### src/lrelu_cfg.svh
`ifndef LRELU_CFG_SVH
`define LRELU_CFG_SVH

// lanes carried side by side in one data beat
`define LRELU_UNITS 4

// word widths
`define LRELU_W_IN   16
`define LRELU_W_OUT  8
`define LRELU_W_COEF 16

// coefficients are Q7.8
`define LRELU_FRAC 8

// entries in each of the A and B memories
`define LRELU_DEPTH 4

// config beat holds two coefficients
`define LRELU_W_CFG 32

// leaky slope, Q0.8, roughly 0.1
`define LRELU_ALPHA 26

// enabled cycles from accepted beat to m_valid
`define LRELU_LATENCY 4

`endif

### src/lrelu_pkg.sv
`default_nettype none

`include "lrelu_cfg.svh"

package lrelu_pkg;

  // which target the next config beat writes
  typedef enum logic [1:0] {
    PH_D = 2'd0,
    PH_A = 2'd1,
    PH_B = 2'd2
  } cfg_phase_t;

  typedef logic signed [`LRELU_W_COEF-1:0] coef_t;

  typedef logic signed [`LRELU_W_IN-1:0]  din_t;
  typedef logic signed [`LRELU_W_OUT-1:0] dout_t;

  // index into A and B
  typedef logic [$clog2(`LRELU_DEPTH)-1:0] ptr_t;

endpackage

`default_nettype wire

### src/cfg_sequencer.sv
`timescale 1ns/1ps
`default_nettype none

`include "lrelu_cfg.svh"

module cfg_sequencer (
  input  logic                  clk,
  input  logic                  rst,
  input  logic                  clken,
  input  logic                  s_valid_config,
  output lrelu_pkg::cfg_phase_t phase,
  output logic                  w_idx,
  output logic                  frame_start
);

  import lrelu_pkg::*;

  cfg_phase_t phase_next;
  logic       cnt, cnt_next;
  logic       beat;

  assign beat = clken && s_valid_config;

  // order is D, A, A, B, B and back to D
  always_comb begin
    phase_next = phase;
    cnt_next   = cnt;
    case (phase)
      PH_D: begin
        phase_next = PH_A;
        cnt_next   = 1'b0;
      end
      PH_A: begin
        if (cnt) begin
          phase_next = PH_B;
          cnt_next   = 1'b0;
        end else begin
          cnt_next = 1'b1;
        end
      end
      PH_B: begin
        if (cnt) begin
          phase_next = PH_D; // frame done
          cnt_next   = 1'b0;
        end else begin
          cnt_next = 1'b1;
        end
      end
      default: begin
        phase_next = PH_D;
        cnt_next   = 1'b0;
      end
    endcase
  end

  always_ff @(posedge clk) begin
    if (rst) begin
      phase <= PH_D;
      cnt   <= 1'b0;
    end else if (beat) begin
      phase <= phase_next;
      cnt   <= cnt_next;
    end
  end

  assign w_idx       = cnt;
  assign frame_start = (phase == PH_D); // gated with the beat in the top

endmodule

`default_nettype wire

### src/coef_bank.sv
`timescale 1ns/1ps
`default_nettype none

`include "lrelu_cfg.svh"

module coef_bank (
  input  logic                     clk,
  input  logic                     rst,
  input  logic                     clken,
  input  logic                     cfg_valid,
  input  lrelu_pkg::cfg_phase_t    phase,
  input  logic                     w_idx,
  input  logic [`LRELU_W_CFG-1:0]  s_data_config,
  input  lrelu_pkg::ptr_t          ptr,
  output lrelu_pkg::coef_t         a_val,
  output lrelu_pkg::coef_t         b_val,
  output lrelu_pkg::coef_t         d_val
);

  import lrelu_pkg::*;

  localparam coef_t UNITY = coef_t'(1 << `LRELU_FRAC);

  coef_t a_mem [`LRELU_DEPTH];
  coef_t b_mem [`LRELU_DEPTH];
  coef_t d_reg;

  coef_t lo_word, hi_word;
  ptr_t  lo_idx, hi_idx;
  logic  wr;

  // low half goes to the even index
  assign lo_word = s_data_config[`LRELU_W_COEF-1:0];
  assign hi_word = s_data_config[`LRELU_W_CFG-1:`LRELU_W_COEF];
  assign lo_idx  = ptr_t'({w_idx, 1'b0});
  assign hi_idx  = ptr_t'({w_idx, 1'b1});

  assign wr = clken && cfg_valid;

  always_ff @(posedge clk) begin
    if (rst) begin
      for (int i = 0; i < `LRELU_DEPTH; i++) begin
        a_mem[i] <= UNITY; // identity scale until configured
        b_mem[i] <= '0;
      end
      d_reg <= '0;
    end else if (wr) begin
      case (phase)
        PH_D: d_reg <= lo_word;
        PH_A: begin
          a_mem[lo_idx] <= lo_word;
          a_mem[hi_idx] <= hi_word;
        end
        PH_B: begin
          b_mem[lo_idx] <= lo_word;
          b_mem[hi_idx] <= hi_word;
        end
        default: ;
      endcase
    end
  end

  // registered read, lines up with stage 1 of the lanes
  always_ff @(posedge clk) begin
    if (clken) begin
      a_val <= a_mem[ptr];
      b_val <= b_mem[ptr];
    end
  end

  assign d_val = d_reg;

endmodule

`default_nettype wire

### src/coef_read_counter.sv
`timescale 1ns/1ps
`default_nettype none

`include "lrelu_cfg.svh"

module coef_read_counter (
  input  logic            clk,
  input  logic            rst,
  input  logic            clken,
  input  logic            s_valid,
  input  logic            cfg_valid,
  input  logic            frame_start,
  output lrelu_pkg::ptr_t ptr
);

  localparam int LAST = `LRELU_DEPTH - 1;

  logic restart;

  // a D beat begins a new frame
  assign restart = cfg_valid && frame_start;

  always_ff @(posedge clk) begin
    if (rst) begin
      ptr <= '0;
    end else if (clken) begin
      if (restart)
        ptr <= '0;
      else if (s_valid)
        ptr <= (ptr == LAST) ? '0 : ptr + 1'b1; // one index per data beat
    end
  end

endmodule

`default_nettype wire

### src/lrelu_engine.sv
`timescale 1ns/1ps
`default_nettype none

`include "lrelu_cfg.svh"

module lrelu_engine (
  input  logic                                  clk,
  input  logic                                  rst,
  input  logic                                  clken,
  input  logic                                  s_valid,
  input  logic                                  s_user,
  input  logic                                  s_valid_config,
  input  logic [`LRELU_UNITS*`LRELU_W_IN-1:0]   s_data,
  input  logic [`LRELU_W_CFG-1:0]               s_data_config,
  output logic                                  m_valid,
  output logic                                  m_user,
  output logic [`LRELU_UNITS*`LRELU_W_OUT-1:0]  m_data
);

  import lrelu_pkg::*;

  localparam int LAT = `LRELU_LATENCY;

  cfg_phase_t phase;
  logic       w_idx;
  logic       frame_start;
  logic       cfg_valid;
  ptr_t       ptr;
  coef_t      a_val, b_val, d_val;

  logic [LAT-1:0] valid_q;
  logic [LAT-1:0] user_q;

  assign cfg_valid = clken && s_valid_config;

  cfg_sequencer u_cfg_sequencer (
    .clk            (clk),
    .rst            (rst),
    .clken          (clken),
    .s_valid_config (s_valid_config),
    .phase          (phase),
    .w_idx          (w_idx),
    .frame_start    (frame_start)
  );

  coef_read_counter u_coef_read_counter (
    .clk         (clk),
    .rst         (rst),
    .clken       (clken),
    .s_valid     (s_valid),
    .cfg_valid   (cfg_valid),
    .frame_start (frame_start),
    .ptr         (ptr)
  );

  coef_bank u_coef_bank (
    .clk           (clk),
    .rst           (rst),
    .clken         (clken),
    .cfg_valid     (cfg_valid),
    .phase         (phase),
    .w_idx         (w_idx),
    .s_data_config (s_data_config),
    .ptr           (ptr),
    .a_val         (a_val),
    .b_val         (b_val),
    .d_val         (d_val)
  );

  // lane 0 sits in the low bits; user enters stage 1 inside each lane
  for (genvar u = 0; u < `LRELU_UNITS; u++) begin : g_lane
    lrelu_lane u_lrelu_lane (
      .clk      (clk),
      .rst      (rst),
      .clken    (clken),
      .lrelu_en (s_user),
      .x        (s_data[u*`LRELU_W_IN +: `LRELU_W_IN]),
      .a_val    (a_val),
      .b_val    (b_val),
      .d_val    (d_val),
      .y        (m_data[u*`LRELU_W_OUT +: `LRELU_W_OUT])
    );
  end

  // sideband follows the lane pipeline
  always_ff @(posedge clk) begin
    if (rst) begin
      valid_q <= '0;
      user_q  <= '0;
    end else if (clken) begin
      valid_q <= {valid_q[LAT-2:0], s_valid};
      user_q  <= {user_q[LAT-2:0], s_user};
    end
  end

  assign m_valid = valid_q[LAT-1];
  assign m_user  = user_q[LAT-1];

endmodule

`default_nettype wire

### src/lrelu_lane.sv
`timescale 1ns/1ps
`default_nettype none

`include "lrelu_cfg.svh"

module lrelu_lane (
  input  logic             clk,
  input  logic             rst,
  input  logic             clken,
  input  logic             lrelu_en,
  input  lrelu_pkg::din_t  x,
  input  lrelu_pkg::coef_t a_val,
  input  lrelu_pkg::coef_t b_val,
  input  lrelu_pkg::coef_t d_val,
  output lrelu_pkg::dout_t y
);

  localparam int W_PROD  = `LRELU_W_IN + `LRELU_W_COEF;
  localparam int W_T     = W_PROD + 1;          // room for the bias add
  localparam int W_SLOPE = W_T + `LRELU_W_COEF;
  localparam int W_SUM   = W_T + 1;

  localparam logic signed [`LRELU_W_COEF-1:0] ALPHA = `LRELU_ALPHA;
  localparam logic signed [W_SUM-1:0] SAT_HI = (2 ** (`LRELU_W_OUT - 1)) - 1;
  localparam logic signed [W_SUM-1:0] SAT_LO = -(2 ** (`LRELU_W_OUT - 1));

  // stage 1
  logic signed [`LRELU_W_IN-1:0] x1;
  logic                          en1;

  // stage 2
  logic signed [W_PROD-1:0] prod;
  logic signed [W_T-1:0]    t2;
  logic                     en2;

  // stage 3
  logic signed [W_SLOPE-1:0] slope_prod;
  logic signed [W_SLOPE-1:0] slope_shift;
  logic signed [W_T-1:0]     t3;

  // stage 4
  logic signed [W_SUM-1:0] sum;

  assign prod        = x1 * a_val;
  assign slope_prod  = t2 * ALPHA;
  assign slope_shift = slope_prod >>> `LRELU_FRAC; // floor, keeps sign
  assign sum         = t3 + d_val;

  always_ff @(posedge clk) begin
    if (clken) begin
      x1  <= x;
      en1 <= lrelu_en;

      t2  <= (prod >>> `LRELU_FRAC) + b_val;
      en2 <= en1;

      if (en2 && t2[W_T-1])
        t3 <= slope_shift[W_T-1:0]; // leaky side
      else
        t3 <= t2;
    end
  end

  // offset and saturate to the output width
  always_ff @(posedge clk) begin
    if (rst) begin
      y <= '0;
    end else if (clken) begin
      if (sum > SAT_HI)
        y <= SAT_HI[`LRELU_W_OUT-1:0];
      else if (sum < SAT_LO)
        y <= SAT_LO[`LRELU_W_OUT-1:0];
      else
        y <= sum[`LRELU_W_OUT-1:0];
    end
  end

endmodule

`default_nettype wire

### config.mk
export PLATFORM = sky130hd
export DESIGN_NAME = lrelu_engine
export DESIGN_NICKNAME = d
export VERILOG_FILES = /design/src/lrelu_pkg.sv /design/src/cfg_sequencer.sv /design/src/coef_bank.sv /design/src/coef_read_counter.sv /design/src/lrelu_engine.sv /design/src/lrelu_lane.sv
export VERILOG_INCLUDE_DIRS = /design/src
export SDC_FILE = /design/constraint.sdc
export NUM_CORES = 2
export LEC_CHECK = 0
export ABC_CLOCK_PERIOD_IN_PS = 11620
export BUFFER_PORTS_ARGS = -buffer_cell sky130_fd_sc_hd__buf_2
export CORE_ASPECT_RATIO = 1.5
export CORE_UTILIZATION = 40
export DETAILED_ROUTE_END_ITERATION = 6
export PLACE_DENSITY_LB_ADDON = 0.1
export REMOVE_ABC_BUFFERS = 1
export SLEW_MARGIN = 25
export SYNTH_ARGS = -nofsm -noshare
export SYNTH_HDL_FRONTEND = slang
export SYNTH_SLANG_ARGS = --single-unit
### constraint.sdc
create_clock -name clk -period 11.62 [get_ports clk]
set_clock_uncertainty 0.05 [all_clocks]
set_input_delay 0.581 -clock clk [delete_from_list [all_inputs] [get_ports clk]]
set_output_delay 0.581 -clock clk [all_outputs]
set_load 0.1 [all_outputs]
---- Yosys cells after proc, flatten, opt, wreduce, memory -nomap -nowiden ----
Memory sizes are Yosys's and may differ from the RTL's. A register that Yosys moved wholly into a read port is not among the register bits.
Cells that the tools add are included.
Widths: inputs -> output; s select.
word-level totals
  register bits after elaboration ......... 359
  bits in writable memories ............... 128
  input port bits ......................... 102
  output and inout port bits .............. 34
  word-level logic and storage cells ...... 115
  memories ................................ 2
memories
  name               words  width  rd ports  clocked after memory_dff  wr ports  line             text
  u_coef_bank.a_mem  4      16     1         1                         4         coef_bank.sv:24  coef_t a_mem [`LRELU_DEPTH];
  u_coef_bank.b_mem  4      16     1         1                         4         coef_bank.sv:25  coef_t b_mem [`LRELU_DEPTH];
cells by class
  add/sub/neg operators ................... 9
  multipliers ............................. 8
  order comparisons ....................... 8
  equal/unequal tests ..................... 5
  multiplexer cells ....................... 42
  reductions and logical operators ........ 17
operators with widths
  operator               number
  $add 33x16->34         4
  $gt 34x8->1 const B    4
  $lt 34x8->1 const B    4
  $mux 33                4
  $mul 16x16->32         4
  $mul 25x5->30 const B  4
  $add 24x16->25         4
  $mux 16                4
  $mux 8                 8
  $reduce_or 16->1       4
  $mux 2                 9
  $mux 1                 16
  $logic_and 1x1->1      7
  $pmux 2 s3             1
  $eq 2x2->1 const B     2
  $ne 2x1->1 const B     2
  $reduce_and 2->1       2
  $reduce_and 3->1       1
  $add 2x1->2 const B    1
  $eq 2x1->1 const B     1
  $logic_not 2->1        1
  $reduce_bool 2->1      1
  $reduce_or 2->1        1

---- Longest topological paths before layout ----
  depth in word-level cells ............... 7
  mapped depth ............................ 36
  mapped depth without buffers ............ 34

---- Modules after synthesis ----
A second synthesis with hierarchy kept.
unflattened totals
  cell total of the unflattened synthesis .. 7934
  area, all modules ....................... 76567.2 um2
by module, submodules not included
  module                               times used  cells an instance  area an instance (um2)  seq. area each (um2)
  lrelu_lane (g_lane[1].u_lrelu_lane)  1           1874               17211.5                 2202.1
  lrelu_lane (g_lane[0].u_lrelu_lane)  1           1874               17174.0                 2202.1
  lrelu_lane (g_lane[2].u_lrelu_lane)  1           1836               17131.4                 2202.1
  lrelu_lane (g_lane[3].u_lrelu_lane)  1           1823               16968.8                 2202.1
  coef_bank                            1           466                7464.7                  5124.9
  lrelu_engine                         1           27                 292.8                   160.2
  cfg_sequencer                        1           21                 219.0                   60.1
  coef_read_counter                    1           13                 105.1                   40.0

---- Worst setup path before layout ----
No wires, ideal clock.
  path type ............................... register to register
  start ................................... reg u_coef_bank.a_val[1] (read register of u_coef_bank.a_mem)
  end ..................................... reg g_lane[2].u_lrelu_lane.t2[24] (netlist name)
  library setup time ...................... 131 ps
  data arrival time ....................... 8204 ps
  required time ........................... 11439 ps
  path slack .............................. 3235 ps
  stages on the path, launching flop included .. 33
  path buffers ............................ 3
  period minus slack after synthesis ...... 8385 ps
  path through ............................ edfxtp_1 > clkbuf_1 > clkbuf_1 > clkbuf_1 > nand2_1 > fa_1 > fa_1 > fa_1 > inv_1 > fa_1 > fa_1 > inv_1 > fa_1 > inv_1 > ha_1 > a21o_1 > a21o_1 > a211oi_1 > o21ai_0 > a31oi_1 > nor2b_1 > nor2_1 > xnor2_1 > ha_1 > and3_1 > a21oi_1 > o21ai_0 > o41ai_1 > o2111ai_1 > o31a_1 > a41o_1 > o41ai_1 > o221a_2
between the ends
  word-level cells in the longest chain between the ends .. 2
RTL lines
  what                line              text
  start: declaration  coef_bank.sv:15   output lrelu_pkg::coef_t a_val,
  $mul 16x16->32      lrelu_lane.sv:44  assign prod = x1 * a_val;
  $add 24x16->25      lrelu_lane.sv:54  t2 <= (prod >>> `LRELU_FRAC) + b_val;
Every way passes these cells.
A chain may end at the register's enable or synchronous reset.

---- Worst setup path after layout ----
  start ................................... reg u_coef_bank.a_val[4] (read register of u_coef_bank.a_mem)
  end ..................................... reg g_lane[2].u_lrelu_lane.t2[24] (netlist name)
between the ends
  word-level cells in the longest chain between the ends .. 2
RTL lines
  what            line
  $mul 16x16->32  lrelu_lane.sv:44
  $add 24x16->25  lrelu_lane.sv:54
Every way passes these cells.

==> load_flow_metrics.sql <==
INSERT INTO impl_metrics (metric_group, metric, value, unit) VALUES
('status', 'result_of_the_run', 'finished, final reports clean', ''),
('synth', 'post_synth_inst_count', '7683', ''),
('min_path', 'hp-class', 'in -> reg', ''),
('synth', 'post_synth_num_cell_types', '90', ''),
('timing', 'fmax', '0.106', 'GHz'),
('run', 'cap_violations', '0', ''),
('synth', 'syn_area', '74300', 'um2'),
('clock_network', 'clock_tree.buffer_depth', '3', ''),
('route', 'detail_route.iter0.violations', '2109', ''),
('min_path', 'whs_endpoint', 'g_lane[3].u_lrelu_lane.x1[15]$_DFFE_PP_', ''),
('worst_setup_path', 'reg2reg_depth', '34', ''),
('synth', 'netlist_top_cells_area', 'sky130_fd_sc_hd__fa_1 (31%), sky130_fd_sc_hd__edfxtp_1 (17%), sky130_fd_sc_hd__ha_1 (14%)', ''),
('timing', 'worst_case_setup_margin_in_the_final_layout', '2.14', 'ns'),
('route', 'drc', '0', ''),
('route', 'routed_wirelength', '203000', 'um'),
('clock_network', 'clk_pin_slew', '0.07', 'ns'),
('placement', 'weighted_congestion_at_the_end_of_routability_driven_global_placement', '0.853', ''),
('die', 'placementRows', '193', ''),
('layout', 'nNetsFinal', '9836', ''),
('layout', 'fill_cells', '18135', ''),
('layout', 'drive_above_1_share', '5.01', '%'),
('clock_network', 'cts-root-buf', 'sky130_fd_sc_hd__clkbuf_16', ''),
('worst_setup_path', 'worst_path_largest_cell_delay', '0.96', 'ns'),
('synth', 'cell_taking_the_most_area_after_synthesis', 'sky130_fd_sc_hd__fa_1', ''),
('route', 'vias', '51870', ''),
('die', 'fp.dieArea', '187000', 'um2'),
('global_route', 'grt_max_degree', '71', ''),
('clock_network', 'cts_repair_resize_count', '0', ''),
('synth', 'post_synth.cell_area_avg', '9.67', 'um2'),
('worst_setup_path', 'crit_required', '12.12', 'ns'),
('global_route', 'grt_overflow', '0', ''),
('die', 'floorplan.die.width', '354', 'um'),
('synth', 'synth-seq-area-share', '18.9', '%'),
('timing', 'slew_headroom', '26.4', '%'),
('synth', 'synth_top_area_share', '30.9', '%'),
('worst_setup_path', 'critical_path.reg2reg.endpoint', 'g_lane[2].u_lrelu_lane.t2[24]$_DFFE_PP_', ''),
('min_path', 'min_delay_path_depth', '1', ''),
('synth', 'ys_flop_type', 'sky130_fd_sc_hd__edfxtp_1', ''),
('global_route', 'first_pass_grt_wire_length', '318000', 'um'),
('clock_network', 'clock_sink_count', '487', ''),
('die', 'ioPinCount', '136', ''),
('timing', 'min_period_over_period', '81.5', '%'),
('clock_network', 'cts-buffers-inserted', '57', ''),
('worst_setup_path', 'setup.worst_path.end_class', 'register', ''),
('worst_setup_path', 'worst-r2r-setup-slack', '2.14', 'ns'),
('placement', 'post-dp-hpwl', '162000', 'um'),
('timing', 'final-hold-violation-count', '0', ''),
('layout', 'area.sequential', '14000', 'um2'),
('clock_network', 'clock_insertion_delay_worst_skew', '0.72', 'ns'),
('global_route', 'vias_in_the_first_global_route', '56219', ''),
('timing', 'worst_tran_pin_value', '1.09', 'ns'),
('worst_setup_path', 'timing.critical_path.arrival', '9.98', 'ns'),
('synth', 'syn_warnings', '0', ''),
('worst_setup_path', 'cpMaxStageDelayCell', 'sky130_fd_sc_hd__edfxtp_1', ''),
('route', 'avgRoutedWirePerCell', '19.8', 'um'),
('worst_setup_path', 'rr_startpoint', 'u_coef_bank.a_val[4]$_DFFE_PP_', ''),
('synth', 'ys_seq_elements', '487', ''),
('timing', 'grt_setup_unrepaired', 'no', ''),
('worst_setup_path', 'critical_path_class', 'reg -> reg', ''),
('placement', 'post-place-ws', '2.06', 'ns'),
('worst_setup_path', 'critical_path.startpoint_type', 'register', ''),
('synth', 'synthArstFlopShare', '0', '%'),
('clock_network', 'clock_tree.htree_level_count', '2', ''),
('synth', 'synth.most_common_cell', 'sky130_fd_sc_hd__inv_1', ''),
('die', 'core_area', '184000', 'um2'),
('worst_setup_path', 'worstPathMaxFanout', '40', ''),
('placement', 'numPortBuffers', '135', ''),
('min_path', 'hold_path.startpoint', 's_data[63]', ''),
('die', 'die_height', '530', 'um'),
('synth', 'synth_edf_count', '426', ''),
('die', 'initial_utilization', '40.3', '%');
[worst max-delay path by stage]
stage	slack, ns	startpoint	depth (start not counted)	endpoint
2_1_floorplan	3.04	u_coef_bank.a_val[1]$_DFFE_PP_	29	g_lane[2].u_lrelu_lane.t2[24]$_DFFE_PP_
3_3_place_gp	2.07	u_coef_bank.a_val[1]$_DFFE_PP_	31	g_lane[1].u_lrelu_lane.t2[23]$_DFFE_PP_
3_5_place_dp	2.06	u_coef_bank.a_val[3]$_DFFE_PP_	31	g_lane[1].u_lrelu_lane.t2[23]$_DFFE_PP_
4_1_cts	2.09	u_coef_bank.a_val[3]$_DFFE_PP_	31	g_lane[1].u_lrelu_lane.t2[23]$_DFFE_PP_
5_1_grt	1.45	u_coef_bank.a_val[4]$_DFFE_PP_	34	g_lane[2].u_lrelu_lane.t2[22]$_DFFE_PP_
6_report	2.14	u_coef_bank.a_val[4]$_DFFE_PP_	34	g_lane[2].u_lrelu_lane.t2[24]$_DFFE_PP_
[state kept, by name, summed over array words and instances (netlist names)]
signal                   cells
g_lane.u_lrelu_lane.t2     100
g_lane.u_lrelu_lane.t3     100
g_lane.u_lrelu_lane.x1      64
u_coef_bank.a_mem           64
u_coef_bank.b_mem           64
g_lane.u_lrelu_lane.y       32
u_coef_bank.a_val           16
u_coef_bank.b_val           16
u_coef_bank.d_val           16
user_q                       4
valid_q                      4
u_cfg_sequencer.phase        2
u_coef_read_counter.ptr      2
g_lane.u_lrelu_lane.en1      1
g_lane.u_lrelu_lane.en2      1
u_cfg_sequencer.w_idx        1
[critical path: cells and delay by family, from the launching register on]
family                     cells  cell delay (ns)
DFF                            1             0.96
AOI/OAI and AO/OA             13             3.97
and+or+nand+nor                7             0.89
adders and majority gates      8             2.86
buffers and inverters          6             0.57
[timing repair]
| item | 4_1_cts | 5_1_grt |
|---|---|---|
| hold endpoints to repair | 61 | 0 |
| hold buffers | 61 | 0 |
| endpoints found under the setup margin | 0 | 0 |
[area by class of cell]
class                      count  area share [%]
antenna                        3         0.00934
clock buffer                  70            1.90
clock inverter                36           0.463
inverter                    1650            7.71
multi-input combinational   5306            66.2
sequential                   487            17.4
tap                         2437            3.80
timing repair buffer         273            2.49
[metal layers]
layer	GRT usage, %	wire length [um]	up-vias
li1	-	-	24531
met1	26.4	84500	26363
met2	41.6	107000	745
met3	1.82	5430	225
met4	6.30	6210	6
met5	0	33	-
[cells by family after synthesis]
group / after synthesis / synth area share (%)
XOR/XNOR: 352 / 4.15
multiplexers: 52 / 1.25
buffers and inverters: 1890 / 9.55
AND/OR/NAND/NOR: 2052 / 13.8
flip-flops: 487 / 18.9
AO/OA/AOI/OAI: 891 / 7.84
adder cells (fa/ha/maj): 1959 / 44.6
[cells in the final DEF, fill, tap and decap left out, types with 10 or more instances in the layout]
cell type | netlist | layout
sky130_fd_sc_hd__or3_1 | 35 | 35
sky130_fd_sc_hd__nand4_1 | 34 | 34
sky130_fd_sc_hd__o21a_1 | 43 | 43
sky130_fd_sc_hd__xor2_1 | 102 | 102
sky130_fd_sc_hd__dlygate4sd3_1 | 0 | 61
sky130_fd_sc_hd__buf_2 | 1 | 134
sky130_fd_sc_hd__o211ai_1 | 19 | 19
sky130_fd_sc_hd__nor2b_1 | 42 | 42
sky130_fd_sc_hd__a21oi_1 | 241 | 241
sky130_fd_sc_hd__edfxtp_1 | 426 | 426
sky130_fd_sc_hd__mux2i_1 | 16 | 16
sky130_fd_sc_hd__a211oi_1 | 40 | 40
sky130_fd_sc_hd__o21ai_0 | 191 | 191
sky130_fd_sc_hd__a31oi_1 | 29 | 29
sky130_fd_sc_hd__buf_4 | 0 | 66
sky130_fd_sc_hd__inv_1 | 1649 | 1649
sky130_fd_sc_hd__nand3_1 | 66 | 66
sky130_fd_sc_hd__nor2_1 | 277 | 277
sky130_fd_sc_hd__clkbuf_1 | 231 | 10
sky130_fd_sc_hd__fa_1 | 1145 | 1145
sky130_fd_sc_hd__mux4_2 | 32 | 32
sky130_fd_sc_hd__a2111oi_0 | 12 | 12
sky130_fd_sc_hd__o21bai_1 | 52 | 52
sky130_fd_sc_hd__and3_1 | 95 | 95
sky130_fd_sc_hd__xnor2_1 | 250 | 250
sky130_fd_sc_hd__ha_1 | 814 | 814
sky130_fd_sc_hd__clkbuf_16 | 0 | 59
sky130_fd_sc_hd__or2_2 | 25 | 25
sky130_fd_sc_hd__dfxtp_1 | 61 | 59
sky130_fd_sc_hd__o41ai_1 | 10 | 10
sky130_fd_sc_hd__a21o_1 | 111 | 111
sky130_fd_sc_hd__and2_1 | 558 | 558
sky130_fd_sc_hd__nand2_1 | 731 | 731
sky130_fd_sc_hd__o31ai_1 | 20 | 20
sky130_fd_sc_hd__nand2b_1 | 63 | 63
sky130_fd_sc_hd__a31o_2 | 11 | 11
sky130_fd_sc_hd__nor3_1 | 76 | 75
sky130_fd_sc_hd__nor4_1 | 15 | 15
[per-stage QoR]
step / area [um2] / hold WS [ns] / std cells
5_1_grt: 80300 / 0.0212 / 10261
2_1_floorplan: 73400 / 0.350 / 7443
3_5_place_dp: 77800 / 0.370 / 10091
3_3_place_gp: 77800 / 0.361 / 10090
6_report: 80300 / 0.0660 / 10262
4_1_cts: 80300 / 0.00107 / 10258
Power is not shown: default switching activity piles up to over one toggle a cycle in this logic, so the estimate is an artifact.
